### src/hw/pcap_word_pkg.sv
// memory word format and stream widths shared by the capture and replay paths
`default_nettype none

package pcap_word_pkg;

   localparam int DATA_W   = 128;
   localparam int KEEP_W   = 16;
   localparam int USER_W   = 128;
   localparam int CNT_W    = 5;
   localparam int WORD_W   = 144;
   localparam int LAST_BIT = 135;
   localparam int HDR_BIT  = 136;
   localparam int CNT_LSB  = 128;

   // keep is contiguous from byte 0, so the byte count is its population count
   function automatic logic [CNT_W-1:0] keep_to_count(input logic [KEEP_W-1:0] keep);
      logic [CNT_W-1:0] cnt;
      cnt = '0;
      for (int i = 0; i < KEEP_W; i++) begin
         cnt = cnt + CNT_W'(keep[i]);
      end
      return cnt;
   endfunction

   function automatic logic [KEEP_W-1:0] count_to_keep(input logic [CNT_W-1:0] cnt);
      logic [KEEP_W-1:0] keep;
      for (int i = 0; i < KEEP_W; i++) begin
         keep[i] = (i < int'(cnt));
      end
      return keep;
   endfunction

endpackage

`default_nettype wire

### src/hw/replay_unpacker.sv
// replay unpacker that buffers returned words and turns them back into stream beats
`default_nettype none

module replay_unpacker #(
   parameter int FIFO_DEPTH = 4
) (
   input  logic                             clk,
   input  logic                             rst_clk,
   input  logic [pcap_word_pkg::WORD_W-1:0] rd_word_i,
   input  logic                             rd_valid_i,
   input  logic                             m_ready_i,
   output logic                             credit_o,
   output logic                             m_valid_o,
   output logic [pcap_word_pkg::DATA_W-1:0] m_data_o,
   output logic [pcap_word_pkg::KEEP_W-1:0] m_keep_o,
   output logic [pcap_word_pkg::USER_W-1:0] m_user_o,
   output logic                             m_last_o
);
   import pcap_word_pkg::*;

   localparam int PTR_W = $clog2(FIFO_DEPTH);

   logic [WORD_W-1:0] mem [FIFO_DEPTH];
   // pointers carry one extra bit so full and empty can be told apart
   logic [PTR_W:0]    wr_ptr_q;
   logic [PTR_W:0]    rd_ptr_q;
   logic [WORD_W-1:0] head;
   logic [USER_W-1:0] user_q;
   logic              not_empty;
   logic              head_is_hdr;
   logic              pop;

   assign not_empty   = (wr_ptr_q != rd_ptr_q);
   assign head        = mem[rd_ptr_q[PTR_W-1:0]];
   assign head_is_hdr = head[HDR_BIT];

   // a header at the head leaves at once, a data word waits for the sink
   assign pop       = not_empty && (head_is_hdr || m_ready_i);
   assign credit_o  = pop;
   assign m_valid_o = not_empty && !head_is_hdr;
   assign m_data_o  = head[DATA_W-1:0];
   assign m_keep_o  = count_to_keep(head[CNT_LSB +: CNT_W]);
   assign m_user_o  = user_q;
   assign m_last_o  = head[LAST_BIT];

   always_ff @(posedge clk) begin
      if (rd_valid_i) begin
         mem[wr_ptr_q[PTR_W-1:0]] <= rd_word_i;
      end
   end

   always_ff @(posedge clk) begin
      if (rst_clk) begin
         wr_ptr_q <= '0;
         rd_ptr_q <= '0;
         user_q   <= '0;
      end else begin
         if (rd_valid_i) begin
            wr_ptr_q <= wr_ptr_q + 1'b1;
         end
         if (pop) begin
            rd_ptr_q <= rd_ptr_q + 1'b1;
            // sideband rides on the first beat only
            user_q   <= head_is_hdr ? head[USER_W-1:0] : '0;
         end
      end
   end

endmodule

`default_nettype wire

### config.mk
export PLATFORM = sky130hd
export DESIGN_NAME = replay_unpacker
export DESIGN_NICKNAME = d
export VERILOG_FILES = /design/src/hw/pcap_word_pkg.sv /design/src/hw/replay_unpacker.sv
export SDC_FILE = /design/constraint.sdc
export NUM_CORES = 1
export LEC_CHECK = 0
export BUFFER_PORTS_ARGS = -buffer_cell sky130_fd_sc_hd__buf_2
export CAP_MARGIN = 10
export CORE_MARGIN = 2
export CORE_UTILIZATION = 46
export DETAILED_ROUTE_END_ITERATION = 7
export HOLD_SLACK_MARGIN = 0.15
export PLACE_DENSITY = 0.76
export SLEW_MARGIN = 25
export SYNTH_ARGS = -nofsm -noshare
export SYNTH_HDL_FRONTEND = slang
export SYNTH_SLANG_ARGS = --single-unit
### constraint.sdc
create_clock -name clk -period 4.7 [get_ports clk]
set_input_delay 0.47 -clock clk [delete_from_list [all_inputs] [get_ports clk]]
set_output_delay 0.47 -clock clk [all_outputs]
set_load 0.02 [all_outputs]
Word level (Yosys, flattened, before mapping)
Memories as Yosys holds them, arrays and structs flattened. A register that Yosys moved wholly into a read port is not among the register bits.
Cells that the tools add are included.
{ "totals": {"regBits": 134, "latch_bits": 0, "ramBits": 576, "romBits": 0, "in_bits": 148, "out_inout_bits": 275, "elab_cells": 32, "memories": 1} }
{ "classes": {"n_addsub": 2, "multipliers": 0, "div": 0, "n_lt_le_gt_ge": 16, "eq_ne": 1, "n_shift": 0, "n_mux": 5, "n_bitwise": 0, "n_reduce_logical": 4} }
{ "mem_list": {"columns": ["memory", "words", "word_bits", "rd", "rd_ports_with_merged_regs", "write_ports", "line_no", "source"], "rows": [
  ["mem", 4, 144, 1, 1, 1, "replay_unpacker.sv:23", "logic [WORD_W-1:0] mem [FIFO_DEPTH];"]
]} }
{ "op_table": {"columns": ["op", "count"], "rows": [
  ["$mux 128", 1],
  ["$lt 4x5->1 const A", 8],
  ["$lt 3x5->1 const A", 4],
  ["$lt 1x5->1 const A", 2],
  ["$lt 2x5->1 const A", 2],
  ["$add 3x1->3 const B", 2],
  ["$mux 2", 2],
  ["$ne 3x3->1", 1],
  ["$logic_and 1x1->1", 2],
  ["$mux 1", 2],
  ["$logic_not 1->1", 1],
  ["$logic_or 1x1->1", 1]
]} }

Logic depth before layout (Yosys ltp)
{ "depth": {"word_depth": 4, "ltp_mapped": 6, "mapped_depth_nobuf": 4} }

Worst setup path before layout
No wires, ideal clock.
{ "synth_timing": {"path_type": "flip-flop to flip-flop", "from": "register wr_ptr_q[0]", "to": "memory mem[3][0], enable pin", "setup_ns": 0.511, "arrival_ns": 3.687, "required_ns": 4.189, "slack_ns": 0.502, "stages_incl_launch_ff": 3, "n_path_buf": 0, "synth_period_minus_slack_ns": 4.198, "path_cell_list": "dfxtp_1 -> ha_1 -> and2_1"} }
{ "synth_rtl": {"columns": ["element", "line_no", "source"], "rows": [
  ["start: declaration", "replay_unpacker.sv:25", "logic [PTR_W:0] wr_ptr_q;"],
  ["start signal: assignment", "replay_unpacker.sv:59", "wr_ptr_q <= wr_ptr_q + 1'b1;"],
  ["end: declaration", "replay_unpacker.sv:23", null]
]} }
No word-level cell before the write port.

==> out/qor.yml <==
status: "complete, no violations"
crit_chain: "mux4_2 -> o32ai_4 -> buf_4 -> inv_1 -> buf_2"
std_cell_rows: 84
cts_setup_buffers: 0
r2r_slack_ps: 2050
switching_share_pct: 33.4
min_period_ps: 3480
rsz0062_at_grt: "no"
seq_power_share_pct: 39.6
synth_top_family_by_area: "multiplexers"
post-place-cells: 2125
stdcell_area_um2: 30600
leakage_nw: 10.9
htreeDepth: 3
die_height_um: 233
setup_ws_ps: 1220
synth_nets: 1232
yosysSeqAreaShare_pct: 78.2
clk_latency_ps: 600
cp.arrival_ps: 3010
grt_antenna_before_repair: 6
drtIter0Drc: 918
place_area_um2: 26900
required_ps: 4230
ctsLongestPathBuffers: 3
drv_cap: 0
drc: 0
place_ws_ps: 1630
reg2reg_depth: 5
yosysTopAreaCell: "edfxtp_1"
clk_pin_slew_ps: 60
root_buffer: "clkbuf_16"
num_vias: 13329
skew_ps: 11.9
worstSetupPathDepth: 5
gp_congestion: 0.743
timing.final.crit_share_pct: 74.0
switchingPower_mw: 6.33
criticalPathCategory: "reg -> out"
ioPinCount: 423
die_area_um2: 54500
synthXorXnorAreaFrac_pct: 0.181
ys_ff_latch: 676
cp_max_fo: 54
grt_pass1_wl_um: 80400
die_x_um: 233
end_kind: "output port"
synth_top_area_share_pct: 67.0
ant_nets: 0
core_area_um2: 52300
worstMarginPinSlew_ps: 999
combinationalPowerShare_pct: 31.6
hpwl_um: 31400
cts_tree: "done"
multi_input_area_um2: 4770
synth_fa_ha_area_share_pct: 0.258
netlist_area_um2: 24200
grt_pass1_vias: 13736
synthDistinctLibCells: 37
ir_worst_vdd_uv: 465
overflow: 0
intPower_mw: 12.6
path_buf_inv: 3
cts_inserted_buffers: 70
pwr-share-clk_pct: 28.8
wire_per_inst_um: 22.9
crit_path_start_kind: "flop"
cts.sinks: 676
synth_area_leaders: "edfxtp_1 (67%), mux4_2 (13%), dfxtp_1 (11%)"
initial_utilization_pct: 46.3
drive_gt1_share_pct: 40.5
grt_max_degree: 110
syn_inst: 1079
area_growth_pct: 26.6
final-seq-area_um2: 18900
p_per_area_nw_per_um2: 618
postSynthAreaPerCell_um2: 22.4
crit_family: "buffers and inverters"
hold_buffers: 136
setup-tns-final_ps: 0
fin_cells: 2396
port-buffer-count: 413
hp-class: "in -> reg"
muxShareOfSynthArea_pct: 12.7
num-nets-final: 1800
vias_per_cell: 5.56
setup_viol: 0
slowest_stage: "mux4_2"
yosysWarnings: 0
fillers: 3756
first_pass_iters: 5
yosys.area_share.simple_pct: 0.698
synth-compound-area-share_pct: 5.75
hold_viol_final: 0
cts_resized: 0
wirelength_um: 54900
cp-endpoint: "credit_o"
gr-usage-all-layers_pct: 19.7
max_freq_mhz: 287
maxSlewViolCount: 0
max-slew-margin-rel_pct: 33.4
slowest_delay_ps: 660
[cells in the final DEF, fill, tap and decap left out, types with 2 or more instances in the layout]
cell type | netlist | routed
edfxtp_1 | 540 | 540
buf_2 | 15 | 413
dlygate4sd3_1 | 0 | 136
mux4_2 | 135 | 135
dfxtp_1 | 136 | 134
a32o_1 | 128 | 128
clkbuf_16 | 0 | 72
clkbuf_1 | 28 | 18
clkbuf_8 | 0 | 13
buf_4 | 1 | 11
nor2_1 | 9 | 9
nand2_1 | 8 | 8
clkinv_2 | 0 | 7
buf_12 | 0 | 7
inv_6 | 0 | 6
inv_1 | 6 | 5
ha_1 | 5 | 5
diode_2 | 0 | 4
and2_4 | 0 | 4
clkinv_1 | 0 | 4
xor2_1 | 3 | 3
o21ai_0 | 3 | 3
nand2b_1 | 3 | 3
clkinvlp_4 | 0 | 3
bufinv_16 | 0 | 3
buf_16 | 0 | 3
a21oi_1 | 2 | 2
o21bai_1 | 2 | 2
mux2_2 | 2 | 2
mux2i_1 | 2 | 2
xnor2_1 | 2 | 2
dfxtp_4 | 0 | 2
clkinv_4 | 0 | 2
[tightest hold or removal path, stage by stage]
cell,delay [ps]
buf_2,150
mux2i_1,90
nor2_1,80
[cells in the mapped netlist (all sizes together)]
master / n
nand2b: 3
inv: 6
ha: 5
nor3b: 1
and2: 4
clkbuf: 28
nand2: 8
o21bai: 2
xnor2: 2
nor3: 1
a21oi: 2
mux2: 2
o311a: 1
dfxtp: 136
o32ai: 1
nor2: 10
o41ai: 1
a31o: 1
a32o: 128
mux4: 135
edfxtp: 540
nand3: 1
o211ai: 1
or3b: 1
nand4b: 1
xor2: 3
mux2i: 2
o21ai: 3
or3: 1
buf: 46
nand3b: 1
o221ai: 1
nor2b: 1
[final cells by class]
cell class,count,share of cell area (%)
sequential,676,61.8
antenna,4,0.0327
multi-input combinational,323,15.6
inverter,6,0.0817
clock inverter,26,0.813
tap,688,2.81
timing repair buffer,570,12.2
clock buffer,103,6.68
[worst min path at each step]
stage | from | end | slack, ps | depth (start not counted)
after floorplan | rd_ptr_q[1] | flop | 480 | 2
after global placement | m_user_o[124] | m_user_o[124] | 470 | 1
after detailed placement | m_user_o[79] | m_user_o[79] | 480 | 1
after CTS | rd_valid_i | wr_ptr_q[1] | 200 | 3
after global routing | rd_valid_i | wr_ptr_q[1] | 240 | 3
final | rd_valid_i | wr_ptr_q[1] | 240 | 3
[routing by layer]
layer | GRT usage [%] | routed length, µm | up-vias
li1 | - | - | 5768
met3 | 4.48 | 4000 | 100
met4 | 7.08 | 1380 | 4
met2 | 33.0 | 27300 | 574
met5 | 0 | 24 | -
met1 | 25.3 | 22200 | 6883
[flip-flops by register name, summed over array words and instances, names as in the netlist, named ones only]
register	flops
mem	540
m_user_o	128
rd_ptr_q	3
wr_ptr_q	3
[through the flow]
| stage | total power, mW | util, % | hold slack [ps] |
|---|---|---|---|
| after global placement | 13.3 | 51.3 | 471 |
| final | 18.9 | 58.5 | 238 |
| after global routing | 19.7 | 58.5 | 238 |
| after detailed placement | 13.5 | 51.4 | 477 |
| after CTS | 19.0 | 58.4 | 200 |
| after floorplan | 11.8 | - | 479 |
[power groups by stage]
stage                     Sequential [mW]  Combinational [mW]  Clock [mW]
after global placement               7.55                5.76           0
after CTS                            7.49                6.00        5.56
after floorplan                      8.02                3.75           0
after global routing                 7.56                6.36        5.78
after detailed placement             7.61                5.87           0
final                                7.50                5.99        5.45
[cell families (layout without fill, tap and decap cells)]
family / after synthesis / count (layout)
AOI/OAI and AO/OA: 141 / 141
xor gates and xnor gates: 5 / 5
adders and majority gates: 5 / 5
buffers and inverters: 80 / 705
DFF: 676 / 676
muxes: 139 / 139
other: 0 / 4
and+or+nand+nor: 33 / 33
Note: power is estimated with default switching activity, not from simulation.
