==> config.mk <==
export PLATFORM = sky130hd
export DESIGN_NAME = replay_reader
export DESIGN_NICKNAME = d
export VERILOG_FILES = /design/src/hw/pcap_ctrl_pkg.sv /design/src/hw/replay_reader.sv
export SDC_FILE = /design/constraint.sdc
export NUM_CORES = 1
export LEC_CHECK = 0
export ABC_CLOCK_PERIOD_IN_PS = 2300
export CAP_MARGIN = 20
export CORE_MARGIN = 5
export CORE_UTILIZATION = 25
export DETAILED_ROUTE_END_ITERATION = 16
export DONT_BUFFER_PORTS = 1
export SYNTH_ARGS = -nofsm -noshare
export SYNTH_HDL_FRONTEND = slang
export SYNTH_SLANG_ARGS = --single-unit
export TNS_END_PERCENT = 5
==> constraint.sdc <==
create_clock -name clk -period 2.3 [get_ports clk]
set_input_delay 0.345 -clock clk [delete_from_list [all_inputs] [get_ports clk]]
set_output_delay 0.345 -clock clk [all_outputs]
set_load 0.01 [all_outputs]
==> src/hw/pcap_ctrl_pkg.sv <==
// state encodings of the capture and replay controllers
`default_nettype none

package pcap_ctrl_pkg;

   typedef enum logic [1:0] {
      CAP_IDLE,
      CAP_HEADER,
      CAP_DATA,
      CAP_FLUSH
   } capture_state_e;

   typedef enum logic [1:0] {
      RPL_IDLE,
      RPL_READ,
      RPL_PASS_END
   } replay_state_e;

endpackage

`default_nettype wire

==> src/hw/replay_reader.sv <==
// replay reader that walks the buffer from address 0 to the end address for a number of passes
`default_nettype none

module replay_reader #(
   parameter int ADDR_W     = 10,
   parameter int FIFO_DEPTH = 4
) (
   input  logic              clk,
   input  logic              rst_clk,
   input  logic              replay_start_i,
   input  logic [15:0]       replay_count_i,
   input  logic [ADDR_W-1:0] end_addr_i,
   input  logic              capture_busy_i,
   input  logic              credit_i,
   output logic              rd_en_o,
   output logic [ADDR_W-1:0] rd_addr_o,
   output logic              replay_busy_o
);
   import pcap_ctrl_pkg::*;

   localparam int CRED_W = $clog2(FIFO_DEPTH + 1);

   replay_state_e     state_q;
   logic [ADDR_W-1:0] addr_q;
   logic [15:0]       count_q;
   logic [15:0]       pass_q;
   // words read but not yet popped by the unpacker, in flight or stored
   logic [CRED_W-1:0] in_flight_q;
   logic              credit_ok;

   assign credit_ok     = (in_flight_q < CRED_W'(FIFO_DEPTH));
   assign rd_en_o       = (state_q == RPL_READ) && credit_ok;
   assign rd_addr_o     = addr_q;
   assign replay_busy_o = (state_q != RPL_IDLE);

   always_ff @(posedge clk) begin
      if (rst_clk) begin
         state_q     <= RPL_IDLE;
         addr_q      <= '0;
         count_q     <= '0;
         pass_q      <= '0;
         in_flight_q <= '0;
      end else begin
         case ({rd_en_o, credit_i})
            2'b10:   in_flight_q <= in_flight_q + 1'b1;
            2'b01:   in_flight_q <= in_flight_q - 1'b1;
            default: in_flight_q <= in_flight_q;
         endcase
         case (state_q)
            RPL_IDLE: begin
               // an end address of 0 means at most a lone header was captured
               if (replay_start_i && !capture_busy_i && end_addr_i != '0) begin
                  count_q <= (replay_count_i == 16'd0) ? 16'd1 : replay_count_i;
                  pass_q  <= '0;
                  addr_q  <= '0;
                  state_q <= RPL_READ;
               end
            end
            RPL_READ: begin
               if (rd_en_o) begin
                  if (addr_q == end_addr_i) begin
                     pass_q  <= pass_q + 16'd1;
                     state_q <= RPL_PASS_END;
                  end else begin
                     addr_q <= addr_q + 1'b1;
                  end
               end
            end
            RPL_PASS_END: begin
               addr_q <= '0;
               // after the final pass, stay busy until every word has left the unpacker
               if (pass_q != count_q) begin
                  state_q <= RPL_READ;
               end else if (in_flight_q == '0) begin
                  state_q <= RPL_IDLE;
               end
            end
            default: begin
               state_q <= RPL_IDLE;
            end
         endcase
      end
   end

endmodule

`default_nettype wire

## Word-level counts from Yosys, hierarchy flattened

Cells that the tools add are included.

| storage, ports and cells | value |
|---|---|
| flip-flop bits (word level) | 47 |
| output and inout bits | 12 |
| logic and storage cells | 53 |

| cells by class | value |
|---|---|
| mux-type cells | 16 |
| eq/ne operators | 11 |
| add/sub/neg operators | 4 |
| magnitude comparators | 1 |
| reduce and logical (&&, ||, !) cells | 16 |

Operators with widths:

| kind | number |
|---|---|
| 16-bit 2-to-1 mux | 4 |
| 16-bit one-hot mux with 2 select lines | 1 |
| 10-bit 2-to-1 mux | 3 |
| 10-bit one-hot mux with 3 select lines | 1 |
| 16-bit by 1-bit adder with 16-bit output (second input constant) | 1 |
| 16-bit logical NOT | 1 |
| 16-bit inequality test | 1 |
| 4-bit AND reduction | 3 |
| 10-bit by 1-bit adder with 10-bit output (second input constant) | 1 |
| 10-bit == test | 1 |
| 2-bit 2-to-1 mux | 5 |
| 10-bit nonzero test | 1 |
| 2-bit inequality test (second input constant) | 3 |
| 2-bit one-hot mux with 3 select lines | 1 |
| 3-bit one-hot mux with 2 select lines | 1 |
| 2-bit nonzero test | 3 |
| 2-bit by 1-bit == test with 1-bit output (second input constant) | 2 |
| 2-bit == test (second input constant) | 2 |
| 3-bit by 1-bit adder with 3-bit output (second input constant) | 1 |
| 1-bit logical AND | 3 |
| 3-bit logical NOT | 1 |
| 3-bit < comparator (second input constant) | 1 |
| 3-bit inequality test (second input constant) | 1 |
| 3-bit nonzero test | 1 |
| 5 further kinds | 5 |

## Longest topological paths before layout

Gate-level depths: netlist of the first run.

| logic depth | value |
|---|---|
| word-level depth | 5 |
| mapped depth | 10 |
| gate-level depth less buffers | 8 |

## Worst setup path before layout of the first run

Ideal clock, no wire load.

| timing path | value |
|---|---|
| path kind | flip-flop to flip-flop |
| start point | reg state_q[1] |
| end point | reg in_flight_q[2] |
| period minus slack after synthesis | 2079 ps |
| setup slack | 221 ps |
| arrival time | 2008 ps |
| stages on the path, launching flop included | 11 |
| data required time | 2230 ps |
| library setup time | 70 ps |
| cells stage by stage | dfxtp_1 -> buf_2 -> nand2b_4 -> or2_2 -> buf_2 -> ha_1 -> inv_1 -> fa_1 -> xor2_1 -> or3_1 -> a21oi_1 |

| on the way | value |
|---|---|
| cells in the longest elaborated chain, start to end | 4 |

Ends and longest elaborated chain:

| what | line | text |
|---|---|---|
| start, declared | replay_reader.sv:23 | `replay_state_e state_q;` |
| start signal, assigned | replay_reader.sv:38 | `state_q <= RPL_IDLE;` |
| start signal, assigned | replay_reader.sv:56 | `state_q <= RPL_READ;` |
| start signal, assigned | replay_reader.sv:63 | `state_q <= RPL_PASS_END;` |
| 2-bit by 1-bit == test with 1-bit output * | replay_reader.sv:32 | `assign rd_en_o = (state_q == RPL_READ) && credit_ok;` |
| 1-bit logical AND * | replay_reader.sv:32 |  |
| 2-bit by 1-bit == test with 1-bit output / 2-bit == test (equally long branches) | replay_reader.sv:44 | `case ({rd_en_o, credit_i})` |
| 3-bit one-hot mux with 2 select lines / 2-bit nonzero test (equally long branches) | - |  |
| end signal, assigned | replay_reader.sv:45 | `2'b10: in_flight_q <= in_flight_q + 1'b1;` |
| end signal, assigned | replay_reader.sv:46 | `2'b01: in_flight_q <= in_flight_q - 1'b1;` |
| end signal, assigned | replay_reader.sv:47 | `default: in_flight_q <= in_flight_q;` |
| end, declared | replay_reader.sv:28 | `logic [CRED_W-1:0] in_flight_q;` |

Every way passes the cells marked *; elsewhere a longest branch is shown, timed or not.
A chain may end at the register's enable or synchronous reset.

## Worst setup path after layout of the first run

| timing path | value |
|---|---|
| start point | reg addr_q[1] (netlist: rd_addr_o[1]) |
| end point | reg pass_q[8] |

| on the way | value |
|---|---|
| cells in the longest elaborated chain, start to end | 3 |

Ends and longest elaborated chain:

| what | line | text |
|---|---|---|
| start, declared | replay_reader.sv:24 | `logic [ADDR_W-1:0] addr_q;` |
| start signal, assigned | replay_reader.sv:65 | `addr_q <= addr_q + 1'b1;` |
| 10-bit == test | replay_reader.sv:61 | `if (addr_q == end_addr_i) begin` |
| 2-bit by 1-bit inequality test with 1-bit output (no source line) | - |  |
| 4-bit AND reduction (no source line) | - |  |
| end signal, assigned | replay_reader.sv:62 | `pass_q <= pass_q + 16'd1;` |
| end, declared | replay_reader.sv:26 | `logic [15:0] pass_q;` |

No other way between the ends.

==> results of run 1 <==
-- worst max-delay path, cell delays in order (launching register included) --
cell     delay [ns]
dfxtp_1        0.46
xnor2_1        0.15
nand4_1        0.17
nor4_1         0.30
buf_4          0.25
nand3_1        0.13
or3_1          0.33
a31oi_1        0.17
-- worst paths after layout --
kind,startpoint,endpoint,slack (ns),cells after the start
worst max-delay path,rd_addr_o[1],pass_q[8],0.26,7
worst min-delay path,rst_clk,in_flight_q[2],0.12,1
worst max register to register,rd_addr_o[1],pass_q[8],0.26,7
worst min register to register,count_q[14],count_q[14],0.46,2
-- flip-flops by register name (all words and copies together) (netlist names) --
signal,count
count_q,16
rd_addr_o,10
pass_q,16
in_flight_q,3
state_q,2
-- logic make-up after synthesis --
logic type                 count (synthesis)
DFF                                       47
and+or+nand+nor                          138
adders and majority gates                  4
AOI/OAI and AO/OA                         81
buffers and inverters                     18
xor gates and xnor gates                  28
-- power breakdown --
part / total [W] / switching [W] / internal, W / leakage [nW]
registers: 0.000863 / 0.0000222 / 0.000840 / 0.381
logic: 0.000194 / 0.000112 / 0.0000821 / 0.536
clock network: 0.000634 / 0.000282 / 0.000352 / 0.0612
-- per-layer routing --
metal  GRT usage (%)  part of all wire [%]
met1           14.43                    46
met2           18.24                    49
met3           2.679                   4.1
met4           2.902                   1.2
met5               0                     0
-- cell type report --
cell class / instances / area share [%]
repair buffers: 16 / 4.179
clock buffers: 6 / 2.873
well taps: 133 / 5.790
multi-input cells: 251 / 52.55
flip-flops and latches: 47 / 32.74
clock inverters: 2 / 1.219
inverters: 5 / 0.6530
-- cells in the mapped netlist (5+ instances only) --
master    number
a21oi_1       23
a31oi_1       10
buf_2          5
clkbuf_1       6
dfxtp_1       47
inv_1          5
nand2_1       46
nand3_1       15
nand4_1       10
nor2_1        26
nor4_1         9
o21ai_0       24
o31ai_1        7
or3_1          6
xnor2_1       22
xor2_1         6
-- through the flow --
stage               util (%)  hold WS, ns  instance area [um^2]
floorplan                  -       0.4478                  2514
global placement       28.08       0.4226                  2745
detailed placement     28.08       0.4209                  2745
CTS                    29.29      0.09768                  2863
global route           29.40      0.09197                  2874
finish                 29.40       0.1183                  2874
-- repair_timing --
item / 4_1_cts / 5_1_grt
resized for setup: 0 / 2
endpoints found under the hold margin: 0 / 0
buffers inserted: 0 / 0
setup endpoints to repair: 0 / 5
==> results.yml, run 1 <==
status:
  outcome: "finished clean"
power:
  p_leak_nw: 0.9788
  powerDensity_nw_per_um2: 588.3
  ir_worst_vdd_v: 0.0002002
  p_total_w: 0.001691
synth:
  synthMuxAreaShare_pct: 0
  yosysSeqAreaShare_pct: 37.43
  ys_ff_latch: 47
  synthArstFlopShare_pct: 0
  yosys_warnings: 0
  syn-cell-area_um2: 2514
  synth_xor_area_share_pct: 9.756
  netlist.area_leader.share_pct: 37.43
  synth_area_leader_cell: "dfxtp_1"
  ys_top_cells_by_area: "dfxtp_1, xnor2_1, nand2_1"
  synthCells: 316
  syn_avg_cell_area_um2: 7.955
  syn_nets: 351
  synth_compound_area_share_pct: 20.01
  synthSimpleGateAreaFrac_pct: 27.58
  synth_top_family_by_area: "simple AND/OR/NAND/NOR gates"
  synth-edff-count: 0
  yosys_most_used_dff: "dfxtp_1"
  synth_adder_area_share_pct: 2.290
  ys_types: 45
layout:
  num_antenna_cells: 0
  layout-drive-gt1-share_pct: 11.62
  multiInputGateArea_um2: 1510
  fill_cells: 1065
  layout.nets: 361
  final_common_cell: "dfxtp_1"
  layout_common_cells: "dfxtp_1, nand2_1, nor2_1, o21ai_0, a21oi_1"
  register_area_um2: 940.9
  area_delta_synth_final_pct: 14.34
  fin_cells: 460
grt:
  grt_overflow_total: 0
  track_usage_pct: 11.05
  grt_pass1_wl_mm: 10.67
  grt_pass1_vias: 2165
  antenna_found_initial: 0
  grt_max_degree: 35
route:
  drc_errors: 0
  totalWireLength_mm: 6.457
  wl_per_cell_um: 14.04
  ant_nets: 0
  vias: 2263
  detail_route.first_pass.iterations: 4
  drtIter0Drc: 142
  post_drt_via_cell_ratio: 4.920
floorplanning:
  num_io_pins: 43
  start_util_pct: 25.72
  rows: 36
  die_x_um: 110.3
  coreArea_um2: 9774
  die_height_um: 110.3
  die_area_um2: 12160
sta:
  drv_slew: 0
  worst_slack_ns: 0.2633
  tightest_slew_ns: 0.5275
  timing.final.hold_violations: 0
  period_share_pct: 88.55
  finalSetupTns_ns: 0
  rsz0062_at_grt: "no"
  setup-violations-final: 0
  min_period_ns: 2.037
  clock_skew_ns: 0.007057
  slew_headroom_pct: 64.75
  fmax_mhz: 491.0
setup_path:
  cp-start-kind: "register"
  cp_data_required_time_ns: 2.53
  arrival_ns: 2.26
  crit_fanout: 12
  worstSetupPathType: "reg -> reg"
  endpoint_kind: "register"
clock_network:
  tritoncts: "done"
  cts.sinks: 47
  cts-root-buf: "clkbuf_8"
  cts.path.max_buffers: 2
  holdBufCountCts: 0
  insertion_delay_ns: 0.30
  htree_levels: 2
  numCtsBuffers: 5
  clk_pin_slew_worst_paths_ns: 0.09
placement:
  routabilityCongestion: 0.8052
  portBuffers: 0
  placedCellCount: 452
  place_ws_ns: 0.1945
  hpwl_mm: 5.004
min_path:
  hold_class: "in -> reg"
flow_run:
  drv_cap: 0
Power figures use the tool's default switching activity.
==> run 2: changes to the inputs <==
--- a/config.mk
+++ b/config.mk
@@ -7,10 +7,13 @@
 export LEC_CHECK = 0
 export ABC_CLOCK_PERIOD_IN_PS = 2300
 export CAP_MARGIN = 20
+export CELL_PAD_IN_SITES_DETAIL_PLACEMENT = 1
+export CELL_PAD_IN_SITES_GLOBAL_PLACEMENT = 1
 export CORE_MARGIN = 5
 export CORE_UTILIZATION = 25
 export DETAILED_ROUTE_END_ITERATION = 16
 export DONT_BUFFER_PORTS = 1
+export PLACE_DENSITY_LB_ADDON = 0.1
 export SYNTH_ARGS = -nofsm -noshare
 export SYNTH_HDL_FRONTEND = slang
 export SYNTH_SLANG_ARGS = --single-unit
==> results.yml, run 2 (synthesis gave the netlist of run 1 again) <==
status:
  outcome: "finished clean"
sta:
  timing.hold.ws_ns: 0.1075
  timing.final.hold_violations: 0
  period_share_pct: 89.79
  fmax_mhz: 484.2
  slew_headroom_pct: 68.20
  tightest_slew_ns: 0.4755
  rsz0062_at_grt: "no"
  finalSetupTns_ns: 0
  setup-violations-final: 0
  min_period_ns: 2.065
  drv_slew: 0
  clock_skew_ns: 0.01318
floorplanning:
  rows: 36
  die_area_um2: 12160
  start_util_pct: 25.72
  num_io_pins: 43
  die_height_um: 110.3
  die_x_um: 110.3
  coreArea_um2: 9774
grt:
  grt_pass1_vias: 2367
  grt_overflow_total: 0
  grt_pass1_wl_mm: 12.68
  grt_max_degree: 35
  antenna_found_initial: 0
  track_usage_pct: 13.58
power:
  ir_worst_vdd_v: 0.0002104
  p_leak_nw: 1.003
  power.switching_w: 0.0004576
  power_frac_comb_pct: 12.0
  pwr-share-clk_pct: 37.5
  seqPwrFrac_pct: 50.5
  p_sw_share_pct: 26.79
  internal_power_w: 0.001251
  powerDensity_nw_per_um2: 587.5
placement:
  placed_cell_area_um2: 2789
  hpwl_mm: 6.048
  portBuffers: 0
  routabilityCongestion: 0.7658
setup_path:
  crit_fanout: 10
  crit_chain: "xnor2_1, nand4_1, or3_1, a211oi_4, o21bai_1, a21o_1"
  critPathBufInv: 0
  worstSetupPathType: "reg -> reg"
  cp_data_required_time_ns: 2.56
  cp-start-kind: "register"
  regToRegStartpoint: "rd_addr_o[9]"
  worstRegToRegCells: 6
  critPathSlowestCell: "a211oi_4"
  arrival_ns: 2.33
  r2r-end: "rd_addr_o[2]"
  endpoint_kind: "register"
  critical_path.max_stage_delay_ns: 0.50
  cp_top_family: "compound AO/OA/AOI/OAI gates"
  r2r_slack_ns: 0.23
  crit_start: "rd_addr_o[9]"
  crit_end: "rd_addr_o[2]"
  cp.depth: 6
clock_network:
  cts.sinks: 47
  insertion_delay_ns: 0.31
  cts_resized: 0
  cts_setup_buffers: 0
  holdBufCountCts: 0
  clk_pin_slew_worst_paths_ns: 0.10
  tritoncts: "done"
  numCtsBuffers: 5
  cts.path.max_buffers: 2
  cts-root-buf: "clkbuf_8"
  htree_levels: 2
route:
  post_drt_via_cell_ratio: 4.940
  totalWireLength_mm: 7.819
  drtIter0Drc: 72
  vias: 2297
  wl_per_cell_um: 16.82
  drc_errors: 0
  ant_nets: 0
  detail_route.first_pass.iterations: 4
layout:
  layout.nets: 366
  layout-drive-gt1-share_pct: 12.65
  layout_common_cells: "dfxtp_1, nand2_1, nor2_1, o21ai_0, a21oi_1"
  final_common_cell: "dfxtp_1"
  finalInstanceArea_um2: 2908
  fill_cells: 1207
  num_antenna_cells: 0
  area_delta_synth_final_pct: 15.68
min_path:
  hold_start: "rst_clk"
  hold_class: "in -> reg"
flow_run:
  drv_cap: 0
-- run 2: power groups by stage --
stage / registers, W / clock network, W / logic, W
2_1_floorplan: 0.000876 / 0 / 0.000158
3_3_place_gp: 0.000882 / 0 / 0.000209
3_5_place_dp: 0.000883 / 0 / 0.000209
4_1_cts: 0.000864 / 0.000672 / 0.000210
5_1_grt: 0.000869 / 0.000705 / 0.000234
6_report: 0.000862 / 0.000640 / 0.000206
-- run 2: per-layer routing --
| layer | global-route usage (%) | vias up | share of wire (%) |
|---|---|---|---|
| met1 | 19.31 | 1102 | 50 |
| met4 | 2.902 | 0 | 0.74 |
| met5 | 0 | - | 0 |
| li1 | - | 1161 | - |
| met3 | 2.796 | 5 | 3.5 |
| met2 | 21.23 | 29 | 46 |
-- run 2: worst register-to-register path, stage by stage, from the launching register on --
cell and delay, ns:
dfxtp_1 0.47, xnor2_1 0.15, nand4_1 0.15, or3_1 0.41, a211oi_4 0.50, o21bai_1 0.19, a21o_1 0.14
-- run 2: how the worst min path moves through the flow --
stage                     depth (start not counted)        endpoint  slack, ns
after floorplan                                   2      count_q[1]       0.45
after global placement                            1  in_flight_q[2]       0.42
after detailed placement                          1  in_flight_q[2]       0.42
after CTS                                         1       pass_q[8]       0.08
after global routing                              1      count_q[9]       0.07
final                                             1       pass_q[8]       0.11
-- run 2: cell type report --
cell class / count / area [um^2] / share of cell area, %
clock buffers: 5 / 68.82 / 2.367
clock inverters: 3 / 43.79 / 1.506
repair buffers: 21 / 157.7 / 5.422
well taps: 133 / 166.4 / 5.723
inverters: 5 / 18.77 / 0.6454
multi-input cells: 251 / 1511 / 51.98
flip-flops and latches: 47 / 940.9 / 32.36
-- run 2: metrics by stage --
step | power (W) | util (%) | instances | setup WS [ns]
6_report | 0.001708 | 29.75 | 465 | 0.2348
5_1_grt | 0.001808 | 29.75 | 465 | 0.08023
4_1_cts | 0.001746 | 29.69 | 465 | 0.1597
3_5_place_dp | 0.001092 | 28.53 | 457 | 0.1841
3_3_place_gp | 0.001091 | 28.53 | 457 | 0.1683
2_1_floorplan | 0.001035 | - | 316 | 0.2212
==> run 3: changes to the inputs <==
--- a/config.mk
+++ b/config.mk
@@ -10,7 +10,7 @@
 export CELL_PAD_IN_SITES_DETAIL_PLACEMENT = 1
 export CELL_PAD_IN_SITES_GLOBAL_PLACEMENT = 1
 export CORE_MARGIN = 5
-export CORE_UTILIZATION = 25
+export CORE_UTILIZATION = 39
 export DETAILED_ROUTE_END_ITERATION = 16
 export DONT_BUFFER_PORTS = 1
 export PLACE_DENSITY_LB_ADDON = 0.1
==> results.yml, run 3 (synthesis gave the netlist of run 1 again) <==
sta:
  timing.final.hold_violations: 0
  tightest_slew_ns: 0.4528
  finalSetupTns_ns: 0
  min_period_ns: 2.146
  rsz0062_at_grt: "yes"
  setup-violations-final: 0
  fmax_mhz: 465.9
  slew_headroom_pct: 69.56
  clock_skew_ns: 0.007365
  period_share_pct: 93.32
  drv_slew: 0
grt:
  grt_pass1_wl_mm: 12.35
  grt_overflow_total: 0
  grt_pass1_vias: 2394
  antenna_found_initial: 0
  busiest_layer: "met2"
  grt_max_degree: 35
  grt_use_met3_pct: 4.500
  grtUsageMet2_pct: 28.60
  met1_usage_pct: 24.91
  track_usage_pct: 18.10
clock_network:
  insertion_delay_ns: 0.30
  htree_levels: 2
  tritoncts: "done"
  cts.sinks: 47
  clk_pin_slew_worst_paths_ns: 0.09
  numCtsBuffers: 5
  cts-root-buf: "clkbuf_8"
  holdBufCountCts: 0
  cts.path.max_buffers: 2
route:
  drc_errors: 0
  ant_nets: 0
  post_drt_via_cell_ratio: 5.709
  totalWireLength_mm: 7.029
  wl_per_cell_um: 17.31
  detail_route.first_pass.iterations: 4
  vias: 2318
  drtIter0Drc: 134
power:
  ir_worst_vdd_v: 0.0002980
  p_total_w: 0.001541
  powerDensity_nw_per_um2: 553.4
  p_leak_nw: 0.9797
setup_path:
  crit_fanout: 9
  regToRegStartpoint: "state_q[1]"
  worstSetupPathType: "reg -> reg"
  endpoint_kind: "register"
  cp-start-kind: "register"
  cp_data_required_time_ns: 2.49
  arrival_ns: 2.33
  crit_start: "state_q[1]"
floorplanning:
  num_io_pins: 43
  coreArea_um2: 6314
  die_height_um: 90.28
  die_area_um2: 8150
  start_util_pct: 39.81
  rows: 29
  die_x_um: 90.28
min_path:
  hold_class: "in -> reg"
  hold_start: "rst_clk"
placement:
  portBuffers: 0
  hpwl_mm: 5.457
  routabilityCongestion: 0.8409
layout:
  layout.nets: 365
  final_common_cell: "dfxtp_1"
  num_antenna_cells: 0
  layout_common_cells: "dfxtp_1, nand2_1, nor2_1, o21ai_0, a21oi_1"
  fill_cells: 788
  area_delta_synth_final_pct: 10.75
  layout-drive-gt1-share_pct: 11.25
flow_run:
  drv_cap: 0
status:
  outcome: "finished clean"
[run 3: changes by cell type in the layout (fill, tap and decap cells not counted), sizes merged]
cell    change
bufinv      -1
buf         -1
clkbuf      +1
clkinv      -2
[run 3: final timing paths]
check	end	slack, ns	cells past startpoint
worst max register to register	pass_q[4]	0.15	8
worst min-delay path	count_q[15]	0.12	1
worst min register to register	count_q[2]	0.46	2
worst max-delay path	pass_q[4]	0.15	8
[run 3: layout make-up]
type / count / area (um^2) / area share (%)
flip-flops and latches: 47 / 940.9 / 33.80
well taps: 77 / 96.34 / 3.461
inverters: 5 / 18.77 / 0.6742
multi-input cells: 251 / 1505 / 54.07
clock buffers: 6 / 72.57 / 2.607
repair buffers: 20 / 150.1 / 5.393
[run 3: what timing repair did]
item | in CTS | in global routing
resized for setup | 0 | 1
buffers inserted | 0 | 1
endpoints found under the setup margin | 0 | 9
[run 3: power breakdown]
group	internal, W	switching, W
Combinational	0.0000874	0.000116
Sequential	0.000840	0.0000213
Clock	0.000204	0.000272
[run 3: metrics by stage]
step                      utilization (%)  instances  instance area (um^2)  worst slack (ns)  hold WS (ns)
after floorplan                         -        316                  2514            0.2212        0.4478
after CTS                           43.88        405                  2770            0.1542        0.1090
after detailed placement            42.73        399                  2698            0.1831        0.4231
after global placement              42.73        399                  2698            0.2397        0.4220
after global routing                44.09        406                  2784         -0.006393       0.09372
final                               44.09        406                  2784            0.1535        0.1201
[run 3: per-layer routing]
layer | wire length (um) | up-vias | share of wire, %
met5 | 0 | - | 0
met4 | 74 | 0 | 1.1
met3 | 254 | 8 | 3.6
met2 | 3238 | 31 | 46
met1 | 3461 | 1122 | 49
li1 | - | 1157 | -
[run 3: critical path, stage by stage (launching register included)]
cell and delay, ns:
dfxtp_1 0.32, nand2b_4 0.17, or2_2 0.37, nor4_2 0.49, buf_4 0.20, nor3_2 0.03
buf_4 0.17, o21ai_0 0.18, o31ai_1 0.09
